===== config.mk =====
export PLATFORM = sky130hd
export DESIGN_NAME = spi_loopback_top
export DESIGN_NICKNAME = d
export VERILOG_FILES = /design/src/design/spi_pkg.sv /design/src/design/spi_if.sv /design/src/design/spi_loopback_top.sv /design/src/design/spi_slave.sv /design/src/design/spi_master_shifter.sv /design/src/design/spi_bit_timer.sv /design/src/design/spi_master_fsm.sv
export SDC_FILE = /design/constraint.sdc
export NUM_CORES = 1
export LEC_CHECK = 0
export BUFFER_PORTS_ARGS = -buffer_cell sky130_fd_sc_hd__buf_2
export CORE_ASPECT_RATIO = 1.75
export CORE_UTILIZATION = 51
export CTS_BUF_LIST = sky130_fd_sc_hd__clkbuf_8 sky130_fd_sc_hd__clkbuf_16
export DETAILED_ROUTE_END_ITERATION = 6
export PLACE_DENSITY = 0.75
export SYNTH_ARGS = -nofsm -noshare
export SYNTH_HDL_FRONTEND = slang
export SYNTH_SLANG_ARGS = --single-unit

===== constraint.sdc =====
create_clock -name clk -period 3.4 [get_ports clk]
set_input_delay 0.17 -clock clk [delete_from_list [all_inputs] [get_ports clk]]
set_output_delay 0.17 -clock clk [all_outputs]
set_load 0.01 [all_outputs]

===== src/design/spi_pkg.sv =====
package spi_pkg;

   // ##########################################################
   // Emesh packet layout
   // ##########################################################
   localparam int PKT_W        = 104;

   localparam int PKT_CTRL_LSB = 0;
   localparam int PKT_CTRL_MSB = 7;
   localparam int PKT_DST_LSB  = 8;
   localparam int PKT_DST_MSB  = 39;
   localparam int PKT_DATA_LSB = 40;
   localparam int PKT_DATA_MSB = 71;
   localparam int PKT_SRC_LSB  = 72;
   localparam int PKT_SRC_MSB  = 103;

   // Field widths derived from the layout
   localparam int PKT_DST_W    = PKT_DST_MSB - PKT_DST_LSB + 1;
   localparam int PKT_DATA_W   = PKT_DATA_MSB - PKT_DATA_LSB + 1;
   localparam int PKT_SRC_W    = PKT_SRC_MSB - PKT_SRC_LSB + 1;

   // Control value of a write, bit 0 set
   localparam logic [7:0] PKT_CTRL_WR = 8'h01;

   // ##########################################################
   // SPI link and slave sizing
   // ##########################################################
   localparam int NUM_REGS     = 40;
   localparam int FRAME_BITS   = 16;
   // clk cycles per sclk half-period
   localparam int CLK_DIV      = 4;

   typedef logic [PKT_W-1:0] pkt_t;
   typedef logic [7:0]       spi_byte_t;
   typedef logic [5:0]       reg_addr_t;
   typedef logic [4:0]       bit_cnt_t;

   // Master sequencing
   typedef enum logic [1:0] {
      ST_IDLE,
      ST_SHIFT,
      ST_DONE
   } master_state_e;

endpackage

===== src/design/spi_if.sv =====
`timescale 1ns/1ps

interface spi_if;

   // Serial clock, idles low (mode 0)
   logic sclk;
   // Master out, slave in
   logic mosi;
   // Slave select, active low
   logic ss_n;
   // Slave out, master in
   logic miso;

   // Master control side only owns slave select
   modport master_ctrl (output ss_n);

   // Slave sees the whole bundle and returns miso
   modport slave (
      input  sclk,
      input  mosi,
      input  ss_n,
      output miso
   );

endinterface


===== src/design/spi_loopback_top.sv =====
`timescale 1ns/1ps

module spi_loopback_top (
   input  logic               clk,
   input  logic               arst_n,
   input  logic               access_in,
   input  spi_pkg::pkt_t      packet_in,
   output logic               wait_out,
   output logic               access_out,
   output spi_pkg::pkt_t      packet_out,
   input  logic               wait_in,
   output logic               rx_valid,
   output spi_pkg::spi_byte_t rx_data
);

   logic start;
   logic done;
   logic frame_end;
   logic shift_edge;
   logic sample_edge;

   // Wires between master and slave
   spi_if spi_bus ();

   // ##########################################################
   // Master side
   // ##########################################################
   spi_master_fsm u_master_fsm (
      .clk       (clk),
      .arst_n    (arst_n),
      .access_in (access_in),
      .wait_in   (wait_in),
      .frame_end (frame_end),
      .wait_out  (wait_out),
      .start     (start),
      .done      (done),
      .spi       (spi_bus.master_ctrl)
   );

   spi_bit_timer u_bit_timer (
      .clk         (clk),
      .arst_n      (arst_n),
      .start       (start),
      .sclk        (spi_bus.sclk),
      .shift_edge  (shift_edge),
      .sample_edge (sample_edge),
      .frame_end   (frame_end)
   );

   spi_master_shifter u_master_shifter (
      .clk         (clk),
      .arst_n      (arst_n),
      .start       (start),
      .packet_in   (packet_in),
      .shift_edge  (shift_edge),
      .sample_edge (sample_edge),
      .done        (done),
      .mosi        (spi_bus.mosi),
      .miso        (spi_bus.miso),
      .rx_valid    (rx_valid),
      .rx_data     (rx_data)
   );

   // ##########################################################
   // Slave side
   // ##########################################################
   spi_slave u_slave (
      .clk        (clk),
      .arst_n     (arst_n),
      .spi        (spi_bus.slave),
      .wait_in    (wait_in),
      .access_out (access_out),
      .packet_out (packet_out)
   );

endmodule


===== src/design/spi_slave.sv =====
`timescale 1ns/1ps

module spi_slave (
   input  logic          clk,
   input  logic          arst_n,
   spi_if.slave          spi,
   input  logic          wait_in,
   output logic          access_out,
   output spi_pkg::pkt_t packet_out
);
   import spi_pkg::*;

   logic [1:0] sclk_sync;
   logic [1:0] mosi_sync;
   logic [1:0] ss_n_sync;
   logic       sclk_d;
   logic       ss_n_d;
   logic       sclk_rise;
   logic       sclk_fall;
   logic       ss_rise;
   logic       ss_fall;

   bit_cnt_t   rx_cnt;
   spi_byte_t  rx_sr;
   spi_byte_t  miso_sr;
   spi_byte_t  old_q;
   reg_addr_t  addr_q;
   logic       addr_ok_q;
   spi_byte_t  regs [NUM_REGS];

   spi_byte_t  addr_byte;
   logic       addr_ok;
   spi_byte_t  rd_byte;
   pkt_t       pkt_next;

   // ##########################################################
   // Synchronizers and edge detect
   // ##########################################################
   always_ff @(posedge clk or negedge arst_n) begin
      if (!arst_n) begin
         sclk_sync <= '0;
         mosi_sync <= '0;
         ss_n_sync <= 2'b11;
         sclk_d    <= 1'b0;
         ss_n_d    <= 1'b1;
      end else begin
         sclk_sync <= {sclk_sync[0], spi.sclk};
         mosi_sync <= {mosi_sync[0], spi.mosi};
         ss_n_sync <= {ss_n_sync[0], spi.ss_n};
         sclk_d    <= sclk_sync[1];
         ss_n_d    <= ss_n_sync[1];
      end
   end

   assign sclk_rise = sclk_sync[1] && !sclk_d;
   assign sclk_fall = !sclk_sync[1] && sclk_d;
   assign ss_rise   = ss_n_sync[1] && !ss_n_d;
   assign ss_fall   = !ss_n_sync[1] && ss_n_d;

   // ##########################################################
   // Frame decode
   // ##########################################################
   // Address byte as it completes on rising edge 8
   assign addr_byte = {rx_sr[6:0], mosi_sync[1]};
   assign addr_ok   = addr_byte < NUM_REGS;
   // Dropped addresses shift back zeros
   assign rd_byte   = addr_ok ? regs[reg_addr_t'(addr_byte)] : '0;

   // Output packet of a completed write
   always_comb begin
      pkt_next = '0;
      pkt_next[PKT_CTRL_MSB:PKT_CTRL_LSB]   = PKT_CTRL_WR;
      pkt_next[PKT_DST_LSB +: PKT_DST_W]   = PKT_DST_W'(addr_q);
      pkt_next[PKT_DATA_LSB +: PKT_DATA_W] = PKT_DATA_W'(rx_sr);
      pkt_next[PKT_SRC_LSB +: PKT_SRC_W]   = PKT_SRC_W'(old_q);
   end

   always_ff @(posedge clk or negedge arst_n) begin
      if (!arst_n) begin
         rx_cnt     <= '0;
         rx_sr      <= '0;
         miso_sr    <= '0;
         old_q      <= '0;
         addr_q     <= '0;
         addr_ok_q  <= 1'b0;
         access_out <= 1'b0;
         packet_out <= '0;
         for (int i = 0; i < NUM_REGS; i++) begin
            regs[i] <= '0;
         end
      end else begin
         if (ss_fall) begin
            rx_cnt  <= '0;
            miso_sr <= '0;
         end else if (!ss_n_sync[1]) begin
            if (sclk_rise && (rx_cnt != FRAME_BITS)) begin
               rx_sr  <= addr_byte;
               rx_cnt <= rx_cnt + 1'b1;
               // Address done, old byte ready before rising edge 9
               if (rx_cnt == FRAME_BITS / 2 - 1) begin
                  addr_q    <= reg_addr_t'(addr_byte);
                  addr_ok_q <= addr_ok;
                  old_q     <= rd_byte;
                  miso_sr   <= rd_byte;
               end
            end else if (sclk_fall && (rx_cnt > FRAME_BITS / 2)) begin
               // Data phase shifts back on falling sclk
               miso_sr <= {miso_sr[6:0], 1'b0};
            end
         end

         // Handshake done on a cycle with wait_in low
         if (access_out && !wait_in)
            access_out <= 1'b0;

         // Full frame closed by select, in range only
         if (ss_rise && (rx_cnt == FRAME_BITS) && addr_ok_q) begin
            regs[addr_q] <= rx_sr;
            packet_out   <= pkt_next;
            access_out   <= 1'b1;
         end
      end
   end

   assign spi.miso = miso_sr[7];

   // Stalled output must not move
   a_hold_stable: assert property (@(posedge clk) disable iff (!arst_n)
      (access_out && wait_in) |=> (access_out && $stable(packet_out)))
      else $error("packet_out changed under wait_in");

endmodule


===== src/design/spi_master_shifter.sv =====
`timescale 1ns/1ps

module spi_master_shifter (
   input  logic               clk,
   input  logic               arst_n,
   input  logic               start,
   input  spi_pkg::pkt_t      packet_in,
   input  logic               shift_edge,
   input  logic               sample_edge,
   input  logic               done,
   output logic               mosi,
   input  logic               miso,
   output logic               rx_valid,
   output spi_pkg::spi_byte_t rx_data
);
   import spi_pkg::*;

   logic [FRAME_BITS-1:0] tx_sr;
   spi_byte_t             rx_sr;
   spi_byte_t             addr_byte;
   spi_byte_t             data_byte;

   // Register address zero extended to a byte
   assign addr_byte = spi_byte_t'(packet_in[PKT_DST_LSB +: $bits(reg_addr_t)]);
   assign data_byte = packet_in[PKT_DATA_LSB +: $bits(spi_byte_t)];

   // MSB first
   assign mosi      = tx_sr[FRAME_BITS-1];

   always_ff @(posedge clk or negedge arst_n) begin
      if (!arst_n) begin
         tx_sr <= '0;
         rx_sr <= '0;
      end else if (start) begin
         tx_sr <= {addr_byte, data_byte};
         rx_sr <= '0;
      end else begin
         // Next bit goes out on falling sclk
         if (shift_edge)
            tx_sr <= {tx_sr[FRAME_BITS-2:0], 1'b0};
         // Last 8 samples are the slave's old byte
         if (sample_edge)
            rx_sr <= {rx_sr[6:0], miso};
      end
   end

   // Report with the frame done pulse
   assign rx_valid = done;
   assign rx_data  = rx_sr;

endmodule


===== src/design/spi_bit_timer.sv =====
`timescale 1ns/1ps

module spi_bit_timer (
   input  logic clk,
   input  logic arst_n,
   input  logic start,
   output logic sclk,
   output logic shift_edge,
   output logic sample_edge,
   output logic frame_end
);
   import spi_pkg::*;

   logic                       active;
   logic [$clog2(CLK_DIV)-1:0] div_cnt;
   bit_cnt_t                   bit_cnt;
   logic                       half_done;

   // End of a half-period, none once all bits are out
   assign half_done   = active && (div_cnt == CLK_DIV - 1) && (bit_cnt != FRAME_BITS);
   // sclk low now, so this toggle is a rising edge
   assign sample_edge = half_done && !sclk;
   assign shift_edge  = half_done && sclk;
   // One cycle after the 16th falling edge
   assign frame_end   = active && (bit_cnt == FRAME_BITS);

   always_ff @(posedge clk or negedge arst_n) begin
      if (!arst_n) begin
         active  <= 1'b0;
         div_cnt <= '0;
         bit_cnt <= '0;
         sclk    <= 1'b0;
      end else if (start) begin
         active  <= 1'b1;
         div_cnt <= '0;
         bit_cnt <= '0;
         sclk    <= 1'b0;
      end else if (frame_end) begin
         active  <= 1'b0;
         div_cnt <= '0;
         bit_cnt <= '0;
      end else if (active) begin
         if (half_done) begin
            div_cnt <= '0;
            sclk    <= !sclk;
            // Count a bit on each falling edge
            if (sclk)
               bit_cnt <= bit_cnt + 1'b1;
         end else begin
            div_cnt <= div_cnt + 1'b1;
         end
      end
   end

   // Clock parks low between frames
   a_sclk_idle_low: assert property (@(posedge clk) disable iff (!arst_n)
      !active |-> !sclk)
      else $error("sclk high while timer idle");

endmodule


===== src/design/spi_master_fsm.sv =====
`timescale 1ns/1ps

module spi_master_fsm (
   input  logic       clk,
   input  logic       arst_n,
   input  logic       access_in,
   input  logic       wait_in,
   input  logic       frame_end,
   output logic       wait_out,
   output logic       start,
   output logic       done,
   spi_if.master_ctrl spi
);
   import spi_pkg::*;

   master_state_e state_q;
   master_state_e state_d;
   logic          accept;
   logic          finish;

   // Accept only from idle while the output side is free
   assign accept   = (state_q == ST_IDLE) && access_in && !wait_in;
   // Last falling edge seen while shifting
   assign finish   = (state_q == ST_SHIFT) && frame_end;

   // Start goes out in the accept cycle so the shifter loads on that edge
   assign start    = accept;
   // Busy from load until back in idle, or stalled downstream
   assign wait_out = (state_q != ST_IDLE) || wait_in;

   // ##########################################################
   // Next state
   // ##########################################################
   always_comb begin
      state_d = state_q;
      case (state_q)
         ST_IDLE: begin
            if (accept)
               state_d = ST_SHIFT;
         end
         ST_SHIFT: begin
            if (frame_end)
               state_d = ST_DONE;
         end
         // One cycle to report, then idle again
         ST_DONE:  state_d = ST_IDLE;
         default:  state_d = ST_IDLE;
      endcase
   end

   always_ff @(posedge clk or negedge arst_n) begin
      if (!arst_n) begin
         state_q  <= ST_IDLE;
         done     <= 1'b0;
         spi.ss_n <= 1'b1;
      end else begin
         state_q <= state_d;
         done    <= finish;
         // Select drops with the load, rises after bit 16
         if (accept)
            spi.ss_n <= 1'b0;
         else if (finish)
            spi.ss_n <= 1'b1;
      end
   end

   // Stimulus must hold off while a frame is in flight
   a_no_access_busy: assert property (@(posedge clk) disable iff (!arst_n)
      (wait_out && (state_q != ST_IDLE)) |-> !access_in)
      else $error("access_in while master busy");

   // Timer frame end only lands while shifting, else done is lost
   a_frame_end_shift: assert property (@(posedge clk) disable iff (!arst_n)
      frame_end |-> (state_q == ST_SHIFT))
      else $error("frame_end outside ST_SHIFT");

endmodule


## Word-level counts from Yosys, hierarchy flattened

Index checks and enable logic that the tools add are counted.

- Flip-flop bits (word level): 425
- Output and inout port bits: 115
- Word-level logic and storage cells: 173
- Input bits: 108

- Reductions and logical operators: 46
- Order comparisons: 5
- Mux-type cells: 41
- Eq/ne operators: 12
- Bitwise logic cells: 4
- $add $sub $neg: 3

Operator list:

| cell | number |
|---|---|
| $bwmux W320 | 1 |
| $mux W8 | 11 |
| $bmux W8 S6 | 1 |
| $demux W8 S6 | 1 |
| $mux W5 | 8 |
| $mux W16 | 2 |
| $logic_and A1 B1 Y1 | 18 |
| $reduce_bool A2 Y1 | 9 |
| $ge A7 B7 Y1 const B | 2 |
| $not A6 Y7 | 2 |
| $mux W2 | 6 |
| $reduce_and A3 Y1 | 4 |
| $reduce_bool A3 Y1 | 4 |
| $add A5 B1 Y5 const B | 2 |
| $eq A5 B5 Y1 const B | 2 |
| $mux W1 | 10 |
| $ne A5 B5 Y1 const B | 2 |
| $lt A8 B6 Y1 const B | 1 |
| $lt A7 B1 Y1 const B | 1 |
| $logic_not A1 Y1 | 6 |
| $ne A2 B2 Y1 const B | 3 |
| $eq A5 B3 Y1 const B | 1 |
| $gt A5 B4 Y1 const B | 1 |
| $pmux W2 S2 | 1 |
| 10 further kinds | 12 |

## Logic depth before layout (Yosys ltp)

- Depth after elaboration: 9
- Mapped depth: 10
- Gate-level depth less buffers: 8

## Hierarchy

From an unflattened synthesis, not the netlist that was laid out.

- Cells, all modules: 1463
- Area, all modules: 19947.9 µm²

By module, submodules not included:

| module | times used | sequential area each (µm²) | area an instance (µm²) | cells each |
|---|---|---|---|---|
| spi_slave | 1 | 9713.1 | 18173.7 | 1297 |
| spi_master_shifter | 1 | 600.6 | 1059.8 | 94 |
| spi_bit_timer | 1 | 225.2 | 543.0 | 56 |
| spi_master_fsm | 1 | 101.3 | 171.4 | 16 |

## Worst setup path after synthesis

Ideal clock, no wire load.

- Path kind: register to register
- Start: reg u_slave.rx_cnt[0]
- End: reg u_slave.regs[176] (netlist name)
- Cell stages (with the launch flop): 11
- Data required time: 3.275 ns
- Arrival: 2.350 ns
- Buffers on the path: 2
- Setup time: 0.125 ns
- Period minus slack after synthesis: 2.474 ns
- Path slack: 0.926 ns
- Path through: dfrtp_1 > inv_1 > ha_1 > and4bb_1 > and4_1 > buf_4 > and2b_1 > nand3b_1 > buf_4 > nor4b_4 > mux2_2

- Longest elaborated chain between the ends: 3

Ends and longest elaborated chain:

| item | RTL line | source |
|---|---|---|
| start, declared | spi_slave.sv:23 | `bit_cnt_t rx_cnt;` |
| start signal, assigned | spi_slave.sv:98 | `rx_cnt <= rx_cnt + 1'b1;` |
| $eq A5 B5 Y1 | spi_slave.sv:117 | `if (ss_rise && (rx_cnt == FRAME_BITS) && addr_ok_q) begin` |
| $logic_and A1 B1 Y1 (2 in a row) | spi_slave.sv:117 |  |
| end signal, assigned by index | spi_slave.sv:118 | `regs[addr_q] <= rx_sr;` |
| end, declared | spi_slave.sv:29 | `spi_byte_t regs [NUM_REGS];` |

Every way passes these cells.
A chain may end at the register's enable or synchronous reset.

## Worst setup path in the final report

- Start: reg u_slave.mosi_sync[1]
- End: reg u_slave.miso_sr[6]

- Longest elaborated chain between the ends: 9
- Elaborated cells on any way between the ends: 10
- Those cells by class: order compare: 1; mux: 8; bitwise: 1

Ends and longest elaborated chain:

| item | RTL line | source |
|---|---|---|
| start, declared | spi_slave.sv:14 | `logic [1:0] mosi_sync;` |
| start signal, assigned | spi_slave.sv:48 | `mosi_sync <= {mosi_sync[0], spi.mosi};` |
| $not A6 Y7 (not written as such) | spi_slave.sv:67 | `assign rd_byte = addr_ok ? regs[reg_addr_t'(addr_byte)] : '0;` |
| $bmux W8 S6 | spi_slave.sv:67 |  |
| $mux W8 (not written as such) (2 in a row) | spi_slave.sv:67 |  |
| $mux W8 * | spi_slave.sv:67 |  |
| $mux W8 * | spi_slave.sv:100 | `if (rx_cnt == FRAME_BITS / 2 - 1) begin` |
| $mux W8 * | spi_slave.sv:96 | `if (sclk_rise && (rx_cnt != FRAME_BITS)) begin` |
| $mux W8 * | spi_slave.sv:95 | `end else if (!ss_n_sync[1]) begin` |
| $mux W8 * | spi_slave.sv:92 | `if (ss_fall) begin` |
| end signal, assigned | spi_slave.sv:104 | `miso_sr <= rd_byte;` |
| end signal, assigned | spi_slave.sv:108 | `miso_sr <= {miso_sr[6:0], 1'b0};` |
| end, declared | spi_slave.sv:25 | `spi_byte_t miso_sr;` |

Mark *: on every way between the ends. The rest lies on a longest branch, timed or not. The select of a mux whose other input is x is not followed.

==> flow_results.org <==
** Outcome
- The run finished with clean final reports.

** Placed design
- Detailed Place HPWL :: 28400 um
- Routability-driven placement congestion ratio :: around 0.83
- During placement, the flow inserted port buffers numbering just over 50.

** Power and ir drop
- The worst-case IR drop observed on VDD is between 0.4 and 0.5 mV.
- Fraction of power spent switching nets :: 27.5%
- The clock network burns 37.5% of the power.
- Dividing total power by cell area gives a power density of about 550 nW/um^2.
- Cell internal power was estimated by the tool at 8640 uW.
- Summing internal, switching and leakage power gives 11900 uW.
- Switch Pwr :: approximately 3300 uW
- Summed over all cells, the static leakage comes to 0.0106 uW.
- Sequential power share :: roughly 47%
- Relative contribution of combinational cells to total power :: 15.9%

** Routing
- The first detailed-routing pass ran for 6 iterations.
- DRC violation total after the first TritonRoute iteration :: 645
- Post-route antenna net violation count :: 0
- Dividing the detail-routed wire length by the instance count gives 20.9 um.
- Via Count :: around 12000
- In the routed layout, each cell is associated on average with a via count of 5.75.
- Wires add up to about 42000 um.
- In the routed design, unresolved DRC markers number 0.

** STA
- For the final database, setup skew stands at around 0.025 ns.
- The max-slew violation count came to 0.
- For the final routed database, the setup TNS stands at 0 ns.
- Worst slew margin relative to its limit :: between 30 and 40%
- Maximum operating frequency :: 0.345 GHz
- Final Hold Viols :: 0
- RSZ-0062 raised after global routing :: false
- Setup violations remaining at the end of the flow were counted as 0.
- Slew at the pin with the worst max-slew slack :: approximately 0.95 ns
- Share of the cycle needed by the critical path after routing :: a little under nine tenths
- Min Clock Period, post-route :: 2.90 ns

** Clock tree
- Clock-pin slew was measured on the worst setup and hold paths at roughly 0.07 ns.
- Clock tree from TritonCTS :: yes
- Number of H-tree levels :: 2
- For the worst-skew pair, the clock arrives at the later sink with an insertion delay of 0.54 ns.
- Number of gates given a new drive strength after cts :: 0
- Clock root buffer :: sky130_fd_sc_hd__clkbuf_16
- Number of clock sinks seen by CTS :: about 430
- Num CTS Buffers :: 38
- The clock passes through at most 3 buffers.

** Yosys
- Among all flip-flop cells after synthesis, the most frequent one is sky130_fd_sc_hd__dfrtp_1.
- Yosys warnings :: 0
- Number of synthesized flops with an enable pin :: 0
- Sequential share of the synthesized area :: 54.1%
- Sorting the synthesized cells by how often they occur yields sky130_fd_sc_hd__dfrtp_1, sky130_fd_sc_hd__mux2_2, sky130_fd_sc_hd__nand2_1.
- Cell count after synthesis :: 1439
- Fraction of synthesis flops using an asynchronous set or reset pin :: 100%
- In the post-synthesis netlist, the biggest area contributors are sky130_fd_sc_hd__dfrtp_1, sky130_fd_sc_hd__mux2_2, sky130_fd_sc_hd__mux4_2.
- The synthesized design contains approximately 430 register bits.
- Most repeated cell in the gate-level netlist after synthesis :: sky130_fd_sc_hd__dfrtp_1
- The synthesized netlist occupies a cell area of 19700 um^2.
- Mean cell area of the mapped netlist :: 13.7 um^2
- Synth top area share :: 53.6%
- Distinct cell type count of the synthesized netlist :: 55
- The biggest area contributor in the post-synthesis netlist is sky130_fd_sc_hd__dfrtp_1.

** Setup path
- Flop-to-flop setup slack :: 0.50 ns
- CP Launch Type :: register
- Top fanout value on the critical path :: 29
- Startpoint-to-endpoint class of the critical path :: reg -> reg
- The worst register-to-register path begins at u_slave.mosi_sync[1]$_DFF_PN0_.
- Gate family responsible for the most delay along the worst path :: compound AO/OA/AOI/OAI gates
- Cell at the slowest stage of the critical path :: sky130_fd_sc_hd__nor2_1
- Data arrival time of the critical path :: 3.31 ns
- Element type at the critical path end :: register
- The critical path goes through nor2_1 > a22oi_1 > a41oi_1 > o21ai_0 > a21oi_1 > o21ai_0.
- Logic depth of the worst register-to-register path :: 6
- Critical path required time :: 3.80 ns
- The cell that appears most often on the critical path is sky130_fd_sc_hd__o21ai_0.
- Highest cell delay on the worst timing path :: 0.73 ns
- Together, buffers and inverters on the worst path number 0.
- The endpoint identified for the worst register-to-register timing path is u_slave.miso_sr[6]$_DFFE_PN0P_.

** Cells and area
- Number of inserted filler cells in the final layout :: 2910
- Fraction of final layout cells sized beyond drive strength 1 :: about two fifths
- Inserted Diodes :: 0
- The area growth from synthesis to layout is 10.5%.
- Net count of the finished layout :: 1612

** Floorplanning
- Horizontal die dimension :: 150 um
- Number of standard-cell rows in the floorplan :: 94
- The floorplan step defined a die boundary enclosing 39400 um^2.
- Measured along the y axis, the die boundary spans 262 um.
- Starting density of the core :: 52.1%
- I/O pins :: 223
- In this run the standard cell core region covers 37800 um^2.

** GRT
- In the global route stage, overall resource usage came out at ~22%.
- Initial antenna violation count :: 0
- Pin count of the biggest net entering global routing :: 107
- Global routing finished with a remaining overflow of 0.
- The first global-routing pass estimated 67800 um of wire.
- The number of global-route vias before repair is 12200.

** Hold path
- The tightest min-delay check is of the in -> async type.

** Job
- Max-cap violations in this run came to 0.
[final cells by class]
cell class	instances	area, um^2	area share (%)
clock buffer	42	1020	4.68
clock inverter	23	262	1.20
inverter	8	30.0	0.138
multi-input combinational	910	8300	38.2
sequential	425	10700	49.0
tap	480	601	2.76
timing repair buffer	116	871	4.01
[through the flow]
step / hold WS [ns] / cells / util (%) / cell area (um^2) / setup WS (ns)
final: 0.256 / 2004 / 57.6 / 21700 / 0.498
after global routing: 0.317 / 2004 / 57.6 / 21700 / 0.316
after CTS: 0.296 / 2004 / 57.6 / 21700 / 0.518
after detailed placement: 0.290 / 1922 / 53.7 / 20300 / 0.547
after global placement: 0.266 / 1922 / 53.7 / 20300 / 0.538
after floorplan: -0.126 / 1519 / - / 20000 / 0.926
[cells in the final DEF, fill, tap and decap left out, drive strengths merged, types with 6 or more instances in the layout]
cell type	n
nand2	104
o31ai	15
nor3	16
mux4	60
mux2	356
mux2i	61
nand3	9
nor2	44
dfrtp	421
buf	99
clkinv	7
o21ai	27
bufinv	6
a22oi	22
a22o	11
clkbuf	42
dlygate4sd3	17
a21oi	22
nor2b	9
conb	81
inv	17
[per-layer routing]
metal	global-route usage, %	wire length, um	share of wire (%)	vias to the layer above
met4	11.1	1880	4.5	0
li1	-	-	-	5136
met2	39.9	22200	53	275
met3	2.73	1340	3.2	94
met1	26.8	16400	39	6011
met5	0	0	0	-
[worst max-delay path by stage]
stage,start,slack (ns),end,cells after the start
CTS,u_slave.rx_cnt[0]$_DFFE_PN0P_,0.52,u_slave.regs[184]$_DFFE_PN0P_,9
global placement,u_slave.mosi_sync[1]$_DFF_PN0_,0.54,u_slave.old_q[1]$_DFFE_PN0P_,5
floorplan,u_slave.rx_cnt[0]$_DFFE_PN0P_,0.93,u_slave.regs[176]$_DFFE_PN0P_,10
finish,u_slave.mosi_sync[1]$_DFF_PN0_,0.50,u_slave.miso_sr[6]$_DFFE_PN0P_,6
global route,u_slave.mosi_sync[1]$_DFF_PN0_,0.32,u_slave.miso_sr[6]$_DFFE_PN0P_,6
detailed placement,u_slave.mosi_sync[1]$_DFF_PN0_,0.55,u_slave.old_q[1]$_DFFE_PN0P_,5
[what timing repair did]
| item | in CTS | in global routing |
|---|---|---|
| hold endpoints to repair | 115 | 0 |
| setup buffers | 0 | 0 |
| hold buffers | 17 | 0 |
[cell families after synthesis]
logic type | count (synthesis) | share of synthesized area, %
AND/OR/NAND/NOR | 222 | 5.63
buffers and inverters | 184 | 5.22
XOR/XNOR | 6 | 0.267
flip-flops | 425 | 54.1
AO/OA/AOI/OAI | 119 | 4.06
multiplexers | 477 | 30.4
adder cells (fa/ha/maj) | 5 | 0.318
other | 1 | 0.0191
[registers in the layout, summed over array words and instances, names as in the netlist, 2 cells and up]
register / cells
u_bit_timer.bit_cnt: 5
u_bit_timer.div_cnt: 2
u_master_fsm.state_q: 2
u_master_shifter.rx_data: 8
u_master_shifter.tx_sr: 16
u_slave.addr_q: 6
u_slave.miso_sr: 8
u_slave.mosi_sync: 2
u_slave.old_q: 8
u_slave.packet_out: 23
u_slave.regs: 320
u_slave.rx_cnt: 5
u_slave.rx_sr: 8
u_slave.sclk_sync: 2
u_slave.ss_n_sync: 2
[power by group through the flow]
stage	clock network [uW]	registers (uW)	logic [uW]
finish	4470	5550	1900
global route	4740	5590	2070
CTS	4570	5560	1930
detailed placement	0	5650	1910
global placement	0	5640	1880
floorplan	0	5400	1520
(Power assumes the default switching activity.)
